==> config.mk <==
export PLATFORM = sky130hd
export DESIGN_NAME = hazardUnit
export DESIGN_NICKNAME = d
export VERILOG_FILES = /design/src/verilog/hazardPkg.sv /design/src/verilog/isaPkg.sv /design/src/verilog/forwardSelect.sv /design/src/verilog/hazardPipe.sv /design/src/verilog/hazardUnit.sv /design/src/verilog/stallCheck.sv /design/src/verilog/useDecode.sv /design/src/verilog/writeDecode.sv
export SDC_FILE = /design/constraint.sdc
export NUM_CORES = 1
export LEC_CHECK = 0
export ABC_CLOCK_PERIOD_IN_PS = 3100
export BUFFER_PORTS_ARGS = -buffer_cell sky130_fd_sc_hd__buf_4
export CAP_MARGIN = 25
export CORE_MARGIN = 2
export CORE_UTILIZATION = 40
export DETAILED_ROUTE_END_ITERATION = 6
export PLACE_DENSITY_LB_ADDON = 0.1
export SETUP_SLACK_MARGIN = 0.5
export SLEW_MARGIN = 20
export SYNTH_ARGS = -nofsm -noshare
export SYNTH_HDL_FRONTEND = slang
export SYNTH_SLANG_ARGS = --single-unit
==> constraint.sdc <==
create_clock -name clk -period 3.1 [get_ports clk]
set_input_delay 0.31 -clock clk [delete_from_list [all_inputs] [get_ports clk]]
set_output_delay 0.31 -clock clk [all_outputs]
set_load 0.005 [all_outputs]
==> src/verilog/hazardPkg.sv <==
package hazardPkg;

	// Cycles until a result exists
	typedef logic [1:0] tnewT;

	// Cycles until an operand is consumed
	typedef logic [1:0] tuseT;

	localparam tnewT tnewNone = 2'd0;
	localparam tnewT tnewAlu  = 2'd1;
	localparam tnewT tnewLoad = 2'd2;

	// Tuse counted from D
	localparam tuseT tuseD  = 2'd0;
	localparam tuseT tuseE  = 2'd1;
	localparam tuseT tuseM  = 2'd2;
	// Operand not read at all
	localparam tuseT noUse  = 2'd3;

	// Operand source, register file or a later stage
	typedef enum logic [1:0] {
		fwdReg = 2'd0,
		fwdE   = 2'd1,
		fwdM   = 2'd2,
		fwdW   = 2'd3
	} fwdSelT;

endpackage

==> src/verilog/isaPkg.sv <==
package isaPkg;

	typedef logic [31:0] instrT;
	typedef logic [4:0]  regNumT;

	//////////////////////////////
	// Instruction fields
	//////////////////////////////
	localparam int opMsb = 31;
	localparam int opLsb = 26;
	localparam int rsMsb = 25;
	localparam int rsLsb = 21;
	localparam int rtMsb = 20;
	localparam int rtLsb = 16;
	localparam int rdMsb = 15;
	localparam int rdLsb = 11;
	localparam int fnMsb = 5;
	localparam int fnLsb = 0;

	// Destination of jal
	localparam regNumT linkReg = 5'd31;

	//////////////////////////////
	// Opcodes
	//////////////////////////////
	localparam logic [5:0] opR    = 6'b000000;
	localparam logic [5:0] opOri  = 6'b001101;
	localparam logic [5:0] opAddi = 6'b001000;
	localparam logic [5:0] opAndi = 6'b001100;
	localparam logic [5:0] opLui  = 6'b001111;
	localparam logic [5:0] opLw   = 6'b100011;
	localparam logic [5:0] opLb   = 6'b100000;
	localparam logic [5:0] opLh   = 6'b100001;
	localparam logic [5:0] opSw   = 6'b101011;
	localparam logic [5:0] opSb   = 6'b101000;
	localparam logic [5:0] opSh   = 6'b101001;
	localparam logic [5:0] opBeq  = 6'b000100;
	localparam logic [5:0] opJ    = 6'b000010;
	localparam logic [5:0] opJal  = 6'b000011;

	// Function codes, R-type only
	localparam logic [5:0] fnAddu = 6'b100001;
	localparam logic [5:0] fnSubu = 6'b100011;
	localparam logic [5:0] fnAnd  = 6'b100100;
	localparam logic [5:0] fnOr   = 6'b100101;
	localparam logic [5:0] fnSlt  = 6'b101010;
	localparam logic [5:0] fnSltu = 6'b101011;
	localparam logic [5:0] fnJr   = 6'b001000;

endpackage

==> src/verilog/forwardSelect.sv <==
module forwardSelect (
	input  isaPkg::regNumT     rsD,
	input  isaPkg::regNumT     rtD,
	input  isaPkg::regNumT     rsE,
	input  isaPkg::regNumT     rtE,
	input  isaPkg::regNumT     destE,
	input  isaPkg::regNumT     destM,
	input  isaPkg::regNumT     destW,
	input  hazardPkg::tnewT    tnewE,
	input  hazardPkg::tnewT    tnewM,
	output hazardPkg::fwdSelT  fwdRsD,
	output hazardPkg::fwdSelT  fwdRtD,
	output hazardPkg::fwdSelT  fwdRsE,
	output hazardPkg::fwdSelT  fwdRtE
);

	// Newest ready producer wins
	// Register 0 never forwards
	function automatic hazardPkg::fwdSelT pickSrc(
		input isaPkg::regNumT src,
		input logic           checkE
	);
		hazardPkg::fwdSelT sel;
		sel = hazardPkg::fwdReg;
		if (src != '0) begin
			if (checkE && src == destE && tnewE == hazardPkg::tnewNone)
				sel = hazardPkg::fwdE;
			else if (src == destM && tnewM == hazardPkg::tnewNone)
				sel = hazardPkg::fwdM;
			// W result is always ready
			else if (src == destW)
				sel = hazardPkg::fwdW;
		end
		pickSrc = sel;
	endfunction

	//////////////////////////////
	// Operands read in D
	//////////////////////////////
	always_comb begin
		fwdRsD = pickSrc(rsD, 1'b1);
		fwdRtD = pickSrc(rtD, 1'b1);
	end

	//////////////////////////////
	// Operands used in E
	//////////////////////////////
	// Only M and W are older than E
	always_comb begin
		fwdRsE = pickSrc(rsE, 1'b0);
		fwdRtE = pickSrc(rtE, 1'b0);
	end

endmodule

==> src/verilog/hazardPipe.sv <==
module hazardPipe (
	input  logic              clk,
	input  logic              rstN,
	input  logic              stall,
	input  isaPkg::regNumT    destD,
	input  hazardPkg::tnewT   tnewD,
	input  isaPkg::regNumT    rsD,
	input  isaPkg::regNumT    rtD,
	output isaPkg::regNumT    destE,
	output isaPkg::regNumT    destM,
	output isaPkg::regNumT    destW,
	output isaPkg::regNumT    rsE,
	output isaPkg::regNumT    rtE,
	output hazardPkg::tnewT   tnewE,
	output hazardPkg::tnewT   tnewM
);

	hazardPkg::tnewT tnewDec;

	// One stage older, never below zero
	assign tnewDec = (tnewE == hazardPkg::tnewNone) ? hazardPkg::tnewNone : tnewE - 2'd1;

	//////////////////////////////
	// E stage
	//////////////////////////////
	always_ff @(posedge clk or negedge rstN) begin
		if (!rstN) begin
			destE <= '0;
			tnewE <= hazardPkg::tnewNone;
			rsE   <= '0;
			rtE   <= '0;
		end else if (stall) begin
			// Bubble, D holds its instruction
			destE <= '0;
			tnewE <= hazardPkg::tnewNone;
			rsE   <= '0;
			rtE   <= '0;
		end else begin
			destE <= destD;
			tnewE <= tnewD;
			rsE   <= rsD;
			rtE   <= rtD;
		end
	end

	//////////////////////////////
	// M and W stages
	//////////////////////////////
	// These advance even during a stall
	always_ff @(posedge clk or negedge rstN) begin
		if (!rstN) begin
			destM <= '0;
			tnewM <= hazardPkg::tnewNone;
			destW <= '0;
		end else begin
			destM <= destE;
			tnewM <= tnewDec;
			destW <= destM;
		end
	end

endmodule

==> src/verilog/hazardUnit.sv <==
module hazardUnit (
	input  logic               clk,
	input  logic               rstN,
	input  isaPkg::instrT      instrD,
	output logic               stall,
	output hazardPkg::fwdSelT  fwdRsD,
	output hazardPkg::fwdSelT  fwdRtD,
	output hazardPkg::fwdSelT  fwdRsE,
	output hazardPkg::fwdSelT  fwdRtE
);

	// D stage decode
	isaPkg::regNumT  rsD;
	isaPkg::regNumT  rtD;
	hazardPkg::tuseT tuseRs;
	hazardPkg::tuseT tuseRt;
	isaPkg::regNumT  destD;
	hazardPkg::tnewT tnewD;

	// Tracked producers and E operands
	isaPkg::regNumT  destE;
	isaPkg::regNumT  destM;
	isaPkg::regNumT  destW;
	isaPkg::regNumT  rsE;
	isaPkg::regNumT  rtE;
	hazardPkg::tnewT tnewE;
	hazardPkg::tnewT tnewM;

	useDecode useDec (
		.instr(instrD), .rs(rsD), .rt(rtD), .tuseRs(tuseRs), .tuseRt(tuseRt)
	);

	writeDecode writeDec (
		.instr(instrD), .dest(destD), .tnew(tnewD)
	);

	hazardPipe pipe (
		.clk(clk), .rstN(rstN), .stall(stall),
		.destD(destD), .tnewD(tnewD), .rsD(rsD), .rtD(rtD),
		.destE(destE), .destM(destM), .destW(destW),
		.rsE(rsE), .rtE(rtE), .tnewE(tnewE), .tnewM(tnewM)
	);

	stallCheck stallChk (
		.rs(rsD), .rt(rtD), .tuseRs(tuseRs), .tuseRt(tuseRt),
		.destE(destE), .destM(destM), .tnewE(tnewE), .tnewM(tnewM),
		.stall(stall)
	);

	forwardSelect fwdSel (
		.rsD(rsD), .rtD(rtD), .rsE(rsE), .rtE(rtE),
		.destE(destE), .destM(destM), .destW(destW),
		.tnewE(tnewE), .tnewM(tnewM),
		.fwdRsD(fwdRsD), .fwdRtD(fwdRtD), .fwdRsE(fwdRsE), .fwdRtE(fwdRtE)
	);

endmodule

==> src/verilog/stallCheck.sv <==
module stallCheck (
	input  isaPkg::regNumT    rs,
	input  isaPkg::regNumT    rt,
	input  hazardPkg::tuseT   tuseRs,
	input  hazardPkg::tuseT   tuseRt,
	input  isaPkg::regNumT    destE,
	input  isaPkg::regNumT    destM,
	input  hazardPkg::tnewT   tnewE,
	input  hazardPkg::tnewT   tnewM,
	output logic              stall
);

	// Operand still waiting on a producer in E or M
	function automatic logic mustWait(
		input isaPkg::regNumT  src,
		input hazardPkg::tuseT tuse
	);
		logic hitE;
		logic hitM;
		hitE = (src == destE) && (tuse < tnewE);
		hitM = (src == destM) && (tuse < tnewM);
		mustWait = (src != '0) && (tuse != hazardPkg::noUse) && (hitE || hitM);
	endfunction

	logic waitRs;
	logic waitRt;

	always_comb begin
		waitRs = mustWait(rs, tuseRs);
		waitRt = mustWait(rt, tuseRt);
	end

	// Either operand holds D
	assign stall = waitRs | waitRt;

endmodule

==> src/verilog/useDecode.sv <==
module useDecode (
	input  isaPkg::instrT     instr,
	output isaPkg::regNumT    rs,
	output isaPkg::regNumT    rt,
	output hazardPkg::tuseT   tuseRs,
	output hazardPkg::tuseT   tuseRt
);

	logic [5:0] op;
	logic [5:0] fn;

	assign op = instr[isaPkg::opMsb:isaPkg::opLsb];
	assign fn = instr[isaPkg::fnMsb:isaPkg::fnLsb];

	// Raw fields, qualified later by Tuse
	assign rs = instr[isaPkg::rsMsb:isaPkg::rsLsb];
	assign rt = instr[isaPkg::rtMsb:isaPkg::rtLsb];

	always_comb begin
		tuseRs = hazardPkg::noUse;
		tuseRt = hazardPkg::noUse;
		case (op)
			isaPkg::opR: begin
				case (fn)
					isaPkg::fnAddu, isaPkg::fnSubu, isaPkg::fnAnd,
					isaPkg::fnOr, isaPkg::fnSlt, isaPkg::fnSltu: begin
						tuseRs = hazardPkg::tuseE;
						tuseRt = hazardPkg::tuseE;
					end
					// Jump target needed in D
					isaPkg::fnJr: tuseRs = hazardPkg::tuseD;
					default: tuseRs = hazardPkg::noUse;
				endcase
			end

			// Compare done in D
			isaPkg::opBeq: begin
				tuseRs = hazardPkg::tuseD;
				tuseRt = hazardPkg::tuseD;
			end

			// Base or source operand in E
			isaPkg::opOri, isaPkg::opAddi, isaPkg::opAndi,
			isaPkg::opLw, isaPkg::opLb, isaPkg::opLh: begin
				tuseRs = hazardPkg::tuseE;
			end

			// Store data only needed once the store reaches M
			isaPkg::opSw, isaPkg::opSb, isaPkg::opSh: begin
				tuseRs = hazardPkg::tuseE;
				tuseRt = hazardPkg::tuseM;
			end

			// lui, j and jal read no registers
			isaPkg::opLui, isaPkg::opJ, isaPkg::opJal: begin
				tuseRs = hazardPkg::noUse;
				tuseRt = hazardPkg::noUse;
			end

			default: tuseRs = hazardPkg::noUse;
		endcase
	end

endmodule

==> src/verilog/writeDecode.sv <==
module writeDecode (
	input  isaPkg::instrT     instr,
	output isaPkg::regNumT    dest,
	output hazardPkg::tnewT   tnew
);

	logic [5:0]     op;
	logic [5:0]     fn;
	isaPkg::regNumT rtF;
	isaPkg::regNumT rdF;

	assign op  = instr[isaPkg::opMsb:isaPkg::opLsb];
	assign fn  = instr[isaPkg::fnMsb:isaPkg::fnLsb];
	assign rtF = instr[isaPkg::rtMsb:isaPkg::rtLsb];
	assign rdF = instr[isaPkg::rdMsb:isaPkg::rdLsb];

	// Tnew seen once the instruction sits in E
	always_comb begin
		case (op)
			isaPkg::opR: begin
				case (fn)
					isaPkg::fnAddu, isaPkg::fnSubu, isaPkg::fnAnd,
					isaPkg::fnOr, isaPkg::fnSlt, isaPkg::fnSltu: begin
						dest = rdF;
						tnew = hazardPkg::tnewAlu;
					end
					// jr and unknown functions write nothing
					default: begin
						dest = '0;
						tnew = hazardPkg::tnewNone;
					end
				endcase
			end

			// I-type ALU and lui, result after E
			isaPkg::opOri, isaPkg::opAddi, isaPkg::opAndi, isaPkg::opLui: begin
				dest = rtF;
				tnew = hazardPkg::tnewAlu;
			end

			// Loads, data arrives after M
			isaPkg::opLw, isaPkg::opLb, isaPkg::opLh: begin
				dest = rtF;
				tnew = hazardPkg::tnewLoad;
			end

			// Return address is known as soon as jal decodes
			isaPkg::opJal: begin
				dest = isaPkg::linkReg;
				tnew = hazardPkg::tnewNone;
			end

			// Stores, beq and j have no register result
			isaPkg::opSw, isaPkg::opSb, isaPkg::opSh,
			isaPkg::opBeq, isaPkg::opJ: begin
				dest = '0;
				tnew = hazardPkg::tnewNone;
			end

			default: begin
				dest = '0;
				tnew = hazardPkg::tnewNone;
			end
		endcase
	end

endmodule
# After elaboration in Yosys (flattened, before gate mapping)
# Cells that the tools add are included.
# word_totals
output_inout_bits,9
wordCells,100
regBits,29
in_bits,34
# classes
bitwise_logic,1
n_reduce_logical,29
mux,27
addsub,1
n_eq_ne,31
n_lt_le_gt_ge,4
# ops
op,n
"6-bit equality test, second input constant",12
5-bit equality test,10
2-bit two-way mux,17
"6-bit by 4-bit equality test with 1-bit output, second input constant",5
5-bit two-way mux,4
5-bit nonzero test,4
2-bit case mux with 3 select lines,3
5-bit case mux with 3 select lines,1
1-bit logical AND,14
9-bit OR reduction,1
2-bit less-than comparator,4
7-bit OR reduction,1
"6-bit by 2-bit equality test with 1-bit output, second input constant",1
"6-bit by 3-bit equality test with 1-bit output, second input constant",1
6-bit zero test,1
3-bit OR reduction,2
6-bit OR reduction,1
2-bit zero test,2
"2-bit inequality test, second input constant",2
2-bit case mux with 2 select lines,1
4-bit OR reduction,1
1-bit logical OR,2
"2-bit by 1-bit subtractor with 2-bit output, second input constant",1
1-bit two-way mux,1
1-bit OR,1

# Longest topological paths before layout
# Gate-level depths: netlist of run 1.
# logic_depth
word_depth,10
ltp_mapped,12
ltp_nobuf,10

# Cells and area by module
# A second synthesis of run 1 with hierarchy kept.
# unflattened
cells_unflattened,259
hier_area_um2,2479.9
# modules_own_cells
mod,n_inst,seq_area_each_um2,cells_per_inst,area_per_inst_um2
hazardPipe,1,725.7,49,873.3
forwardSelect,1,0.0,103,774.5
stallCheck,1,0.0,47,401.6
useDecode,1,0.0,35,244.0
writeDecode,1,0.0,25,186.4

# Worst setup path after synthesis of run 1
# OpenSTA, ideal clock, no wires.
# synth_path
path_kind,input port to output port
startpoint,input instrD[28]
endpoint,output stall
path_slack_ns,0.454
arrival_time_ns,2.336
cell_stages,10
n_path_buf,1
cell_sequence,clkbuf_1 > nor2b_1 > a32o_1 > a21oi_1 > a311o_1 > ha_1 > o31ai_2 > a32oi_1 > nor3_4 > or2_2
# synth_between
elab_chain_len,8
elab_cells_between_ends,32
# synth_rtl
element,line_no,source
"start, declared",hazardUnit.sv:4,"input isaPkg::instrT instrD,"
6-bit by 4-bit equality test with 1-bit output / 6-bit equality test (equally long branches),useDecode.sv:22,case (op)
9-bit OR reduction (no line) / 3-bit OR reduction (equally long branches),-,
2-bit case mux with 3 select lines,useDecode.sv:22,
2-bit less-than comparator (on tied branches),"stallCheck.sv:20, stallCheck.sv:21",
1-bit logical AND (on tied branches),"stallCheck.sv:20, stallCheck.sv:21",
1-bit logical OR,stallCheck.sv:22,mustWait = (src != '0) && (tuse != hazardPkg::noUse) && (hitE || hitM);
1-bit logical AND,stallCheck.sv:22,
1-bit OR (*),stallCheck.sv:34,assign stall = waitRs | waitRt;
"end, declared",hazardUnit.sv:5,"output logic stall,"
# Every way passes the cells marked *; elsewhere a longest branch is shown, timed or not.

# Worst setup path in the final report of run 1
# layout_path
startpoint,input instrD[29]
endpoint,output stall
# The elaborated chain is that of the path after synthesis.

==> impl_metrics.toml, run 1 <==
[final_layout]
nets = 307
seq_area_um2 = 726
drive_above_1_share = 0.260
nFillCells = 500
syn_to_final_growth_pct = 26.6
multi_input_area_mm2 = 0.00132
n_antenna_cell = 0

[placed_design]
dpl.hpwl_mm = 3.95
globalplace.congestion = 0.789
port_buffers = 37

[power_and_ir_drop]
seq_power_share = 0.457
switching_share = 0.271
pwr-share-clk = 0.341
combPwrFrac = 0.202
powerDensity_mw_per_mm2 = 349
switchingPower_w = 0.000247
p_int_w = 0.000666
vdd_drop_max_uv = 165
leakage_nw = 1.14

[clocking]
cts_max_path_buffers = 2
cts_tree = "yes"
cts.reportedPaths.clkPinSlew_ns = 0.06
worstSkewPairLatency_ns = 0.28
cts_root_buf = "clkbuf_8"
cts_made_buffers = 5
clkSinkCount = 29
h-tree-depth = 2

[setup_path]
arrival_ns = 2.29
cp_data_required_time_ns = 2.79
worstSetupStartpointType = "input pin"
worstSetupPathType = "in -> out"
r2r_slack_ns = 1.07
startpoint = "instrD[29]"
path_max_fanout = 7
end_kind = "primary output"
r2r_start = "pipe.destE[2]"

[floorplan]
dieArea_mm2 = 0.00576
ios = 43
dieHeight_um = 75.9
die_x_um = 75.9
initial_utilization = 0.410
core_mm2 = 0.00504
rows = 26

[sta]
fmax_ghz = 0.385
tightest_slew_ns = 0.635
slew_violations = 0
setup_viol = 0
finalClockSkew_ns = 0.00693
holdWs_ns = 0.335
period_share = 0.838
setup_tns_ns = 0
hold_viol = 0
maxSlewHeadroom = 0.574
period_minus_slack_ns = 2.60
rsz0062_at_grt = "yes"

[detailed_routing]
vias = 1788
drtIter0Drc = 85
wirelength_mm = 5.30
via_per_inst = 5.27
firstDrtPassIters = 4
post_drt_wl_per_cell_um = 15.6
drc = 0
antenna_left = 0

[synthesis]
seq_area_frac_synth = 0.351
yosysWarnings = 0
synth-seq-cells = 29
synth.distinct_cells = 39
synthArstFlopShare = 1.00
syn_area_per_cell_um2 = 9.07
syn_area_mm2 = 0.00207
ys.flop_type = "dfrtp_1"
synth_edf_count = 0
syn_nets = 266
syn_inst = 228

[hold_path]
hold_path.class = "in -> reg"
hp-start = "instrD[29]"

[grt]
antenna_found_initial = 0
grt_max_degree = 30
grtUsageMet3 = 0.0417
grt_util_all_layers = 0.199
busiest_layer = "met2"
grt.met1_usage = 0.250
grt_pass1_wl_mm = 9.15
grt_pass1_vias = 1837
grt_overflow = 0
grt_use_met2 = 0.347

[status]
status = "completed"

[flow_run]
cap_violations = 0
==> power by group through the flow <==
stage	logic, W	clock network (W)	registers (W)
after floorplan	0.000104	0	0.000417
after global placement	0.000168	0	0.000424
after detailed placement	0.000169	0	0.000425
after CTS	0.000179	0.000321	0.000418
after global routing	0.000207	0.000339	0.000420
final	0.000185	0.000311	0.000417
==> what timing repair did <==
item / CTS / global route
gates resized for setup: 9 / 11
endpoints found under the hold margin: 29 / 0
buffers inserted: 3 / 3
hold buffers: 1 / 0
setup endpoints to repair: 1 / 1
pin swaps: 7 / 11
==> cell usage in the layout (no fill, tap or decap), drive strengths merged, types with 3 or more instances in the layout <==
master / n
a221oi: 6
o22a: 3
nand2b: 6
ha: 4
and3: 3
clkbuf: 7
nand2: 12
a21oi: 6
nor3b: 12
nor2: 17
nor3: 21
nor4: 3
nand3: 9
buf: 45
xnor2: 28
dfrtp: 29
or4: 3
inv: 10
xor2: 22
==> worst max-delay path: stages <==
cell and delay [ns]:
buf_4 0.14, or3_4 0.41, nor3_4 0.16, o21ai_2 0.10, ha_1 0.29, o221ai_2 0.08
a32o_2 0.29, and3_4 0.15, or2_4 0.24, buf_6 0.11
==> registers in the layout (all words and copies together), names as in the netlist <==
name        flops
pipe.destE      5
pipe.destM      5
pipe.destW      5
pipe.rsE        5
pipe.rtE        5
pipe.tnewE      2
pipe.tnewM      2
==> logic make-up (layout without fill, tap and decap cells) <==
logic type               Yosys count  after routing  share of synthesized area
AO/OA/AOI/OAI                     28             28                      0.106
AND/OR/NAND/NOR                   95             95                      0.259
flip-flops                        29             29                      0.351
adder cells (fa/ha/maj)            4              4                     0.0242
XOR/XNOR                          50             50                      0.212
buffers and inverters             22             63                     0.0484
==> path summary, 6_finish.rpt <==
path,end,cells past startpoint
worst max-delay path,stall,10
worst min-delay path,pipe.tnewE[1],4
worst max register to register,pipe.rtE[2],7
worst min register to register,pipe.destM[0],0
max in group asynchronous,pipe.rtE[0],2
min in group asynchronous,pipe.destW[1],2
==> final cells by class <==
type	instances	area share
timing repair buffer	46	0.137
inverter	10	0.0143
multi-input combinational	177	0.505
tap	70	0.0334
clock buffer	7	0.0330
sequential	29	0.277
==> synthesized netlist by cell type (all sizes together) (2+ instances only) <==
master | n | area [um2]
a221oi | 6 | 52.6
nand2 | 12 | 45.0
xor2 | 22 | 193
nor2 | 17 | 63.8
clkbuf | 7 | 26.3
ha | 4 | 50.1
nor4 | 3 | 18.8
nor3b | 12 | 90.1
o22a | 3 | 26.3
o221ai | 2 | 17.5
xnor2 | 28 | 245
nor2b | 2 | 12.5
nor3 | 21 | 121
a32o | 2 | 20.0
nand2b | 6 | 37.5
nor4b | 2 | 17.5
and3 | 3 | 18.8
o31ai | 2 | 20.0
buf | 5 | 36.3
dfrtp | 29 | 726
nand3 | 9 | 45.0
inv | 10 | 37.5
o21ai | 2 | 10.0
or4 | 3 | 22.5
or3 | 2 | 22.5
a21oi | 6 | 30.0
==> routing by layer <==
metal / part of all wire / vias to the layer above
li1: - / 875
met1: 0.44 / 862
met2: 0.51 / 43
met3: 0.034 / 8
met4: 0.015 / 0
met5: 0 / -
==> through the flow <==
step / total power (W) / setup WS [ns] / std cells / cell area, um2 / utilization
after floorplan: 0.000521 / 0.519 / 228 / 2070 / -
after CTS: 0.000917 / 0.516 / 336 / 2550 / 0.506
after detailed placement: 0.000594 / 0.279 / 325 / 2390 / 0.474
final: 0.000913 / 0.501 / 339 / 2620 / 0.519
after global placement: 0.000592 / 0.248 / 325 / 2390 / 0.474
after global routing: 0.000965 / 0.438 / 339 / 2620 / 0.519
No activity file was read; power rests on OpenSTA's default activity.
==> run 2, diff against run 1 <==
- ABC_CLOCK_PERIOD_IN_PS: 3100 -> 2600
- clock period: 3.1 -> 2.6 ns (I/O delays scaled with it)
==> impl_metrics.toml, run 2 (synthesis results as in run 1) <==
[final_layout]
syn_to_final_growth_pct = 35.2
n_antenna_cell = 0
final_common_cell = "buf_4"
nFillCells = 484
nets = 311
fin_cells = 344
drive_above_1_share = 0.358
layout_common_cells = "42 x buf_4, 28 x xnor2_1, 25 x dfrtp_1"

[detailed_routing]
drc = 0
firstDrtPassIters = 4
antenna_left = 0
via_per_inst = 5.19
wirelength_mm = 5.19
drtIter0Drc = 55
post_drt_wl_per_cell_um = 15.1
vias = 1784

[grt]
grt_overflow = 0
grt_pass1_wl_mm = 8.58
grt_pass1_vias = 1765
antenna_found_initial = 0
grt_util_all_layers = 0.188
grt_max_degree = 30

[hold_path]
hold_path.class = "in -> reg"
hold_depth = 4

[placed_design]
port_buffers = 37
globalplace.congestion = 0.790
dp_cells = 329
dpl.hpwl_mm = 3.90

[setup_path]
worstSetupStartpointType = "input pin"
end_kind = "primary output"
worst_path_most_repeated_cell = "buf_6"
arrival_ns = 2.14
cp_data_required_time_ns = 2.34
reg2regPathDepth = 8
path_max_fanout = 3
slowest_stage = "a311o_1"
critPathMaxStageDelay_ns = 0.39
cp_cell_sequence = "buf_6 -> o32ai_2 -> nand3b_1 -> a311o_1 -> ha_1 -> o31ai_2 -> a32oi_2 -> nor3_4 -> or2_4 -> buf_6"
worstSetupPathType = "in -> out"

[clocking]
cts_tree = "yes"
worstSkewPairLatency_ns = 0.29
cts_max_path_buffers = 2
h-tree-depth = 2
cts_made_buffers = 5
cts_root_buf = "clkbuf_8"
cts.reportedPaths.clkPinSlew_ns = 0.07
clkSinkCount = 29

[status]
status = "completed"

[sta]
period_minus_slack_ns = 2.40
setup_tns_ns = 0
period_share = 0.925
holdWs_ns = 0.244
hold_viol = 0
tightest_slew_ns = 0.535
setup_viol = 0
rsz0062_at_grt = "yes"
fmax_ghz = 0.416
maxSlewHeadroom = 0.641
slew_violations = 0
finalClockSkew_ns = 0.00548

[floorplan]
initial_utilization = 0.410
dieHeight_um = 75.9
rows = 26
die_x_um = 75.9
dieArea_mm2 = 0.00576
core_mm2 = 0.00504
ios = 43

[power_and_ir_drop]
vdd_drop_max_uv = 194
powerDensity_mw_per_mm2 = 433
leakage_nw = 1.19

[flow_run]
cap_violations = 0
## run 2: changes by cell type in the layout (fill, tap and decap cells not counted), sizes merged
cell / change
buf: +4
clkinvlp: +1
bufinv: +1
clkinv: +1
clkbuf: -2
## run 2: metal layers
layer / track usage / vias up / routed length, um
met5: 0 / - / 0
met4: 0.0655 / 0 / 74
li1: - / 885 / -
met2: 0.338 / 30 / 2700
met1: 0.230 / 863 / 2290
met3: 0.0286 / 6 / 128
## run 2: final cells by class
type / instances / area (um2) / area share
multi-input cells: 177 / 1410 / 0.504
flip-flops and latches: 29 / 731 / 0.261
repair buffers: 50 / 417 / 0.149
well taps: 70 / 87.6 / 0.0313
clock buffers: 5 / 68.8 / 0.0246
clock inverters: 3 / 46.3 / 0.0166
inverters: 10 / 37.5 / 0.0134
## run 2: path summary, 6_finish.rpt
kind | slack (ns) | end | from
worst max-delay path | 0.20 | stall | instrD[3]
worst min-delay path | 0.24 | pipe.tnewE[1] | instrD[29]
worst max register to register | 0.70 | pipe.rtE[0] | pipe.destE[3]
worst min register to register | 0.44 | pipe.destM[0] | pipe.destE[0]
max in group asynchronous | 1.87 | pipe.destW[3] | rstN
min in group asynchronous | 0.42 | pipe.tnewM[1] | rstN
## run 2: timing repair
item,4_1_cts,5_1_grt
hold endpoints to repair,29,0
setup endpoints to repair,20,22
hold buffers,1,0
resized for setup,17,19
pin swaps,11,7
buffers inserted,5,1
## run 2: power breakdown
group | switching, W | internal (W)
clock network | 0.000198 | 0.000287
logic | 0.000107 | 0.000122
registers | 0.0000275 | 0.000470
## run 2: per-stage QoR
stage / area (um2) / worst slack (ns) / util / power [W]
5_1_grt: 2800 / 0.0906 / 0.555 / 0.00126
4_1_cts: 2720 / 0.127 / 0.540 / 0.00122
3_5_place_dp: 2480 / 0.0426 / 0.492 / 0.000716
3_3_place_gp: 2480 / 0.0206 / 0.492 / 0.000714
2_1_floorplan: 2140 / 0.219 / - / 0.000627
6_report: 2800 / 0.196 / 0.555 / 0.00121
## run 2: critical path, delay by kind of cell
kind,cells,cell delay (ns)
adder cells (fa/ha/maj),1,0.31
AO/OA/AOI/OAI,4,0.92
AND/OR/NAND/NOR,3,0.45
buffers and inverters,2,0.21
==> run 3, diff against run 2 <==
- PLACE_DENSITY: default -> 0.61
- PLACE_DENSITY_LB_ADDON: 0.1 -> default
==> impl_metrics.toml, run 3 (synthesis results as in run 1) <==
[setup_path]
arrival_ns = 2.14
critPathMaxStageDelay_ns = 0.30
end_kind = "primary output"
r2r_start = "pipe.destM[2]"
cp_data_required_time_ns = 2.34
worstSetupStartpointType = "input pin"
cp_cell_sequence = "buf_6 -> o32ai_2 -> nand3b_1 -> buf_4 -> inv_2 -> o21ai_2 -> ha_1 -> o221ai_2 -> a32o_2 -> and3_4 -> or2_4 -> buf_6"
worst_path_most_repeated_cell = "buf_6"
worstSetupPathType = "in -> out"
cp_num_buf_inv = 4
cp_top_family = "compound AO/OA/AOI/OAI gates"
slowest_stage = "ha_1"
reg2regPathDepth = 7
r2r_slack_ns = 0.78
r2r-end = "pipe.rsE[1]"
path_max_fanout = 3

[clocking]
cts.reportedPaths.clkPinSlew_ns = 0.07
cts_max_path_buffers = 2
cts_made_buffers = 5
cts_root_buf = "clkbuf_8"
h-tree-depth = 2
clkSinkCount = 29
worstSkewPairLatency_ns = 0.28
cts_tree = "yes"

[placed_design]
port_buffers = 37
globalplace.congestion = 0.787
dp_cells = 329
dpl.hpwl_mm = 3.83

[sta]
setup_viol = 0
period_share = 0.923
setup_tns_ns = 0
hold_viol = 0
maxSlewHeadroom = 0.624
rsz0062_at_grt = "yes"
fmax_ghz = 0.417
holdWs_ns = 0.247
finalClockSkew_ns = 0.00584
slew_violations = 0
period_minus_slack_ns = 2.40
tightest_slew_ns = 0.559

[detailed_routing]
firstDrtPassIters = 4
wirelength_mm = 5.06
drc = 0
via_per_inst = 5.10
drtIter0Drc = 72
vias = 1745
antenna_left = 0
post_drt_wl_per_cell_um = 14.8

[floorplan]
initial_utilization = 0.410
core_mm2 = 0.00504
ios = 43
rows = 26
dieHeight_um = 75.9
dieArea_mm2 = 0.00576
die_x_um = 75.9

[power_and_ir_drop]
leakage_nw = 1.16
vdd_drop_max_uv = 184
power_w = 0.00109
powerDensity_mw_per_mm2 = 400

[final_layout]
syn_to_final_growth_pct = 32.1
drive_above_1_share = 0.342
utilization = 0.542
layout_common_cells = "41 x buf_4, 28 x xnor2_1, 26 x dfrtp_1"
n_antenna_cell = 0
nFillCells = 464
nets = 309
fin_cells = 342
final_common_cell = "buf_4"

[hold_path]
hold_path.class = "in -> reg"
min_to = "pipe.tnewE[1]"
hp-start = "instrD[29]"
hold_depth = 4

[status]
status = "completed"

[grt]
grt_pass1_vias = 1713
antenna_found_initial = 0
grt_overflow = 0
grt_pass1_wl_mm = 8.49
grt_max_degree = 30
grt_util_all_layers = 0.185

[flow_run]
cap_violations = 0
[run 3: cell types whose count changed in the layout (fill, tap and decap cells not counted), moves of 2 or more]
cell / change
nor3b_2: -5
clkinvlp_4: +2
nor3_2: -2
nor3b_1: +5
[run 3: timing repair]
item | 4_1_cts | 5_1_grt
pin swaps | 11 | 11
endpoints found under the setup margin | 20 | 23
gates resized for setup | 14 | 17
buffers inserted | 3 | 1
hold endpoints to repair | 29 | 0
hold buffers | 1 | 0
[run 3: power by group]
part | switching, W | total [W] | internal, W
clock network | 0.000181 | 0.000368 | 0.000187
registers | 0.0000276 | 0.000497 | 0.000470
logic | 0.000108 | 0.000228 | 0.000120
[run 3: stage by stage]
step | setup slack (ns) | instance area, um2
2_1_floorplan | 0.219 | 2140
3_3_place_gp | 0.0899 | 2480
3_5_place_dp | 0.0793 | 2480
4_1_cts | 0.135 | 2660
5_1_grt | 0.0819 | 2730
6_report | 0.201 | 2730
[run 3: final cells by class]
class	instances	area, um2	area share
Clock buffer	5	68.8	0.0252
Timing Repair Buffer	48	389	0.142
Clock inverter	3	22.5	0.00824
Sequential cell	29	729	0.267
Tap cell	70	87.6	0.0321
Multi-Input combinational cell	177	1400	0.511
Inverter	10	37.5	0.0137
[run 3: worst max-delay path by stage]
stage | start | to | slack, ns | depth (start not counted)
6_report | instrD[3] | stall | 0.20 | 12
5_1_grt | instrD[3] | stall | 0.08 | 12
4_1_cts | instrD[1] | stall | 0.13 | 10
3_5_place_dp | instrD[29] | stall | 0.08 | 10
3_3_place_gp | instrD[1] | pipe.rtE[0] | 0.09 | 10
2_1_floorplan | instrD[30] | stall | 0.22 | 9
[run 3: layer usage]
layer / part of all wire / track usage
met1: 0.43 / 0.236
met5: 0 / 0
met3: 0.032 / 0.0298
met2: 0.52 / 0.320
met4: 0.014 / 0.0655
[run 3: worst register-to-register path, stage by stage, from the launching register on]
cell and delay [ns]:
dfrtp_2 0.47, xnor2_1 0.20, nand3_1 0.11, nor3_2 0.22
a32o_2 0.21, and3_4 0.18, buf_4 0.24, nor3b_1 0.09
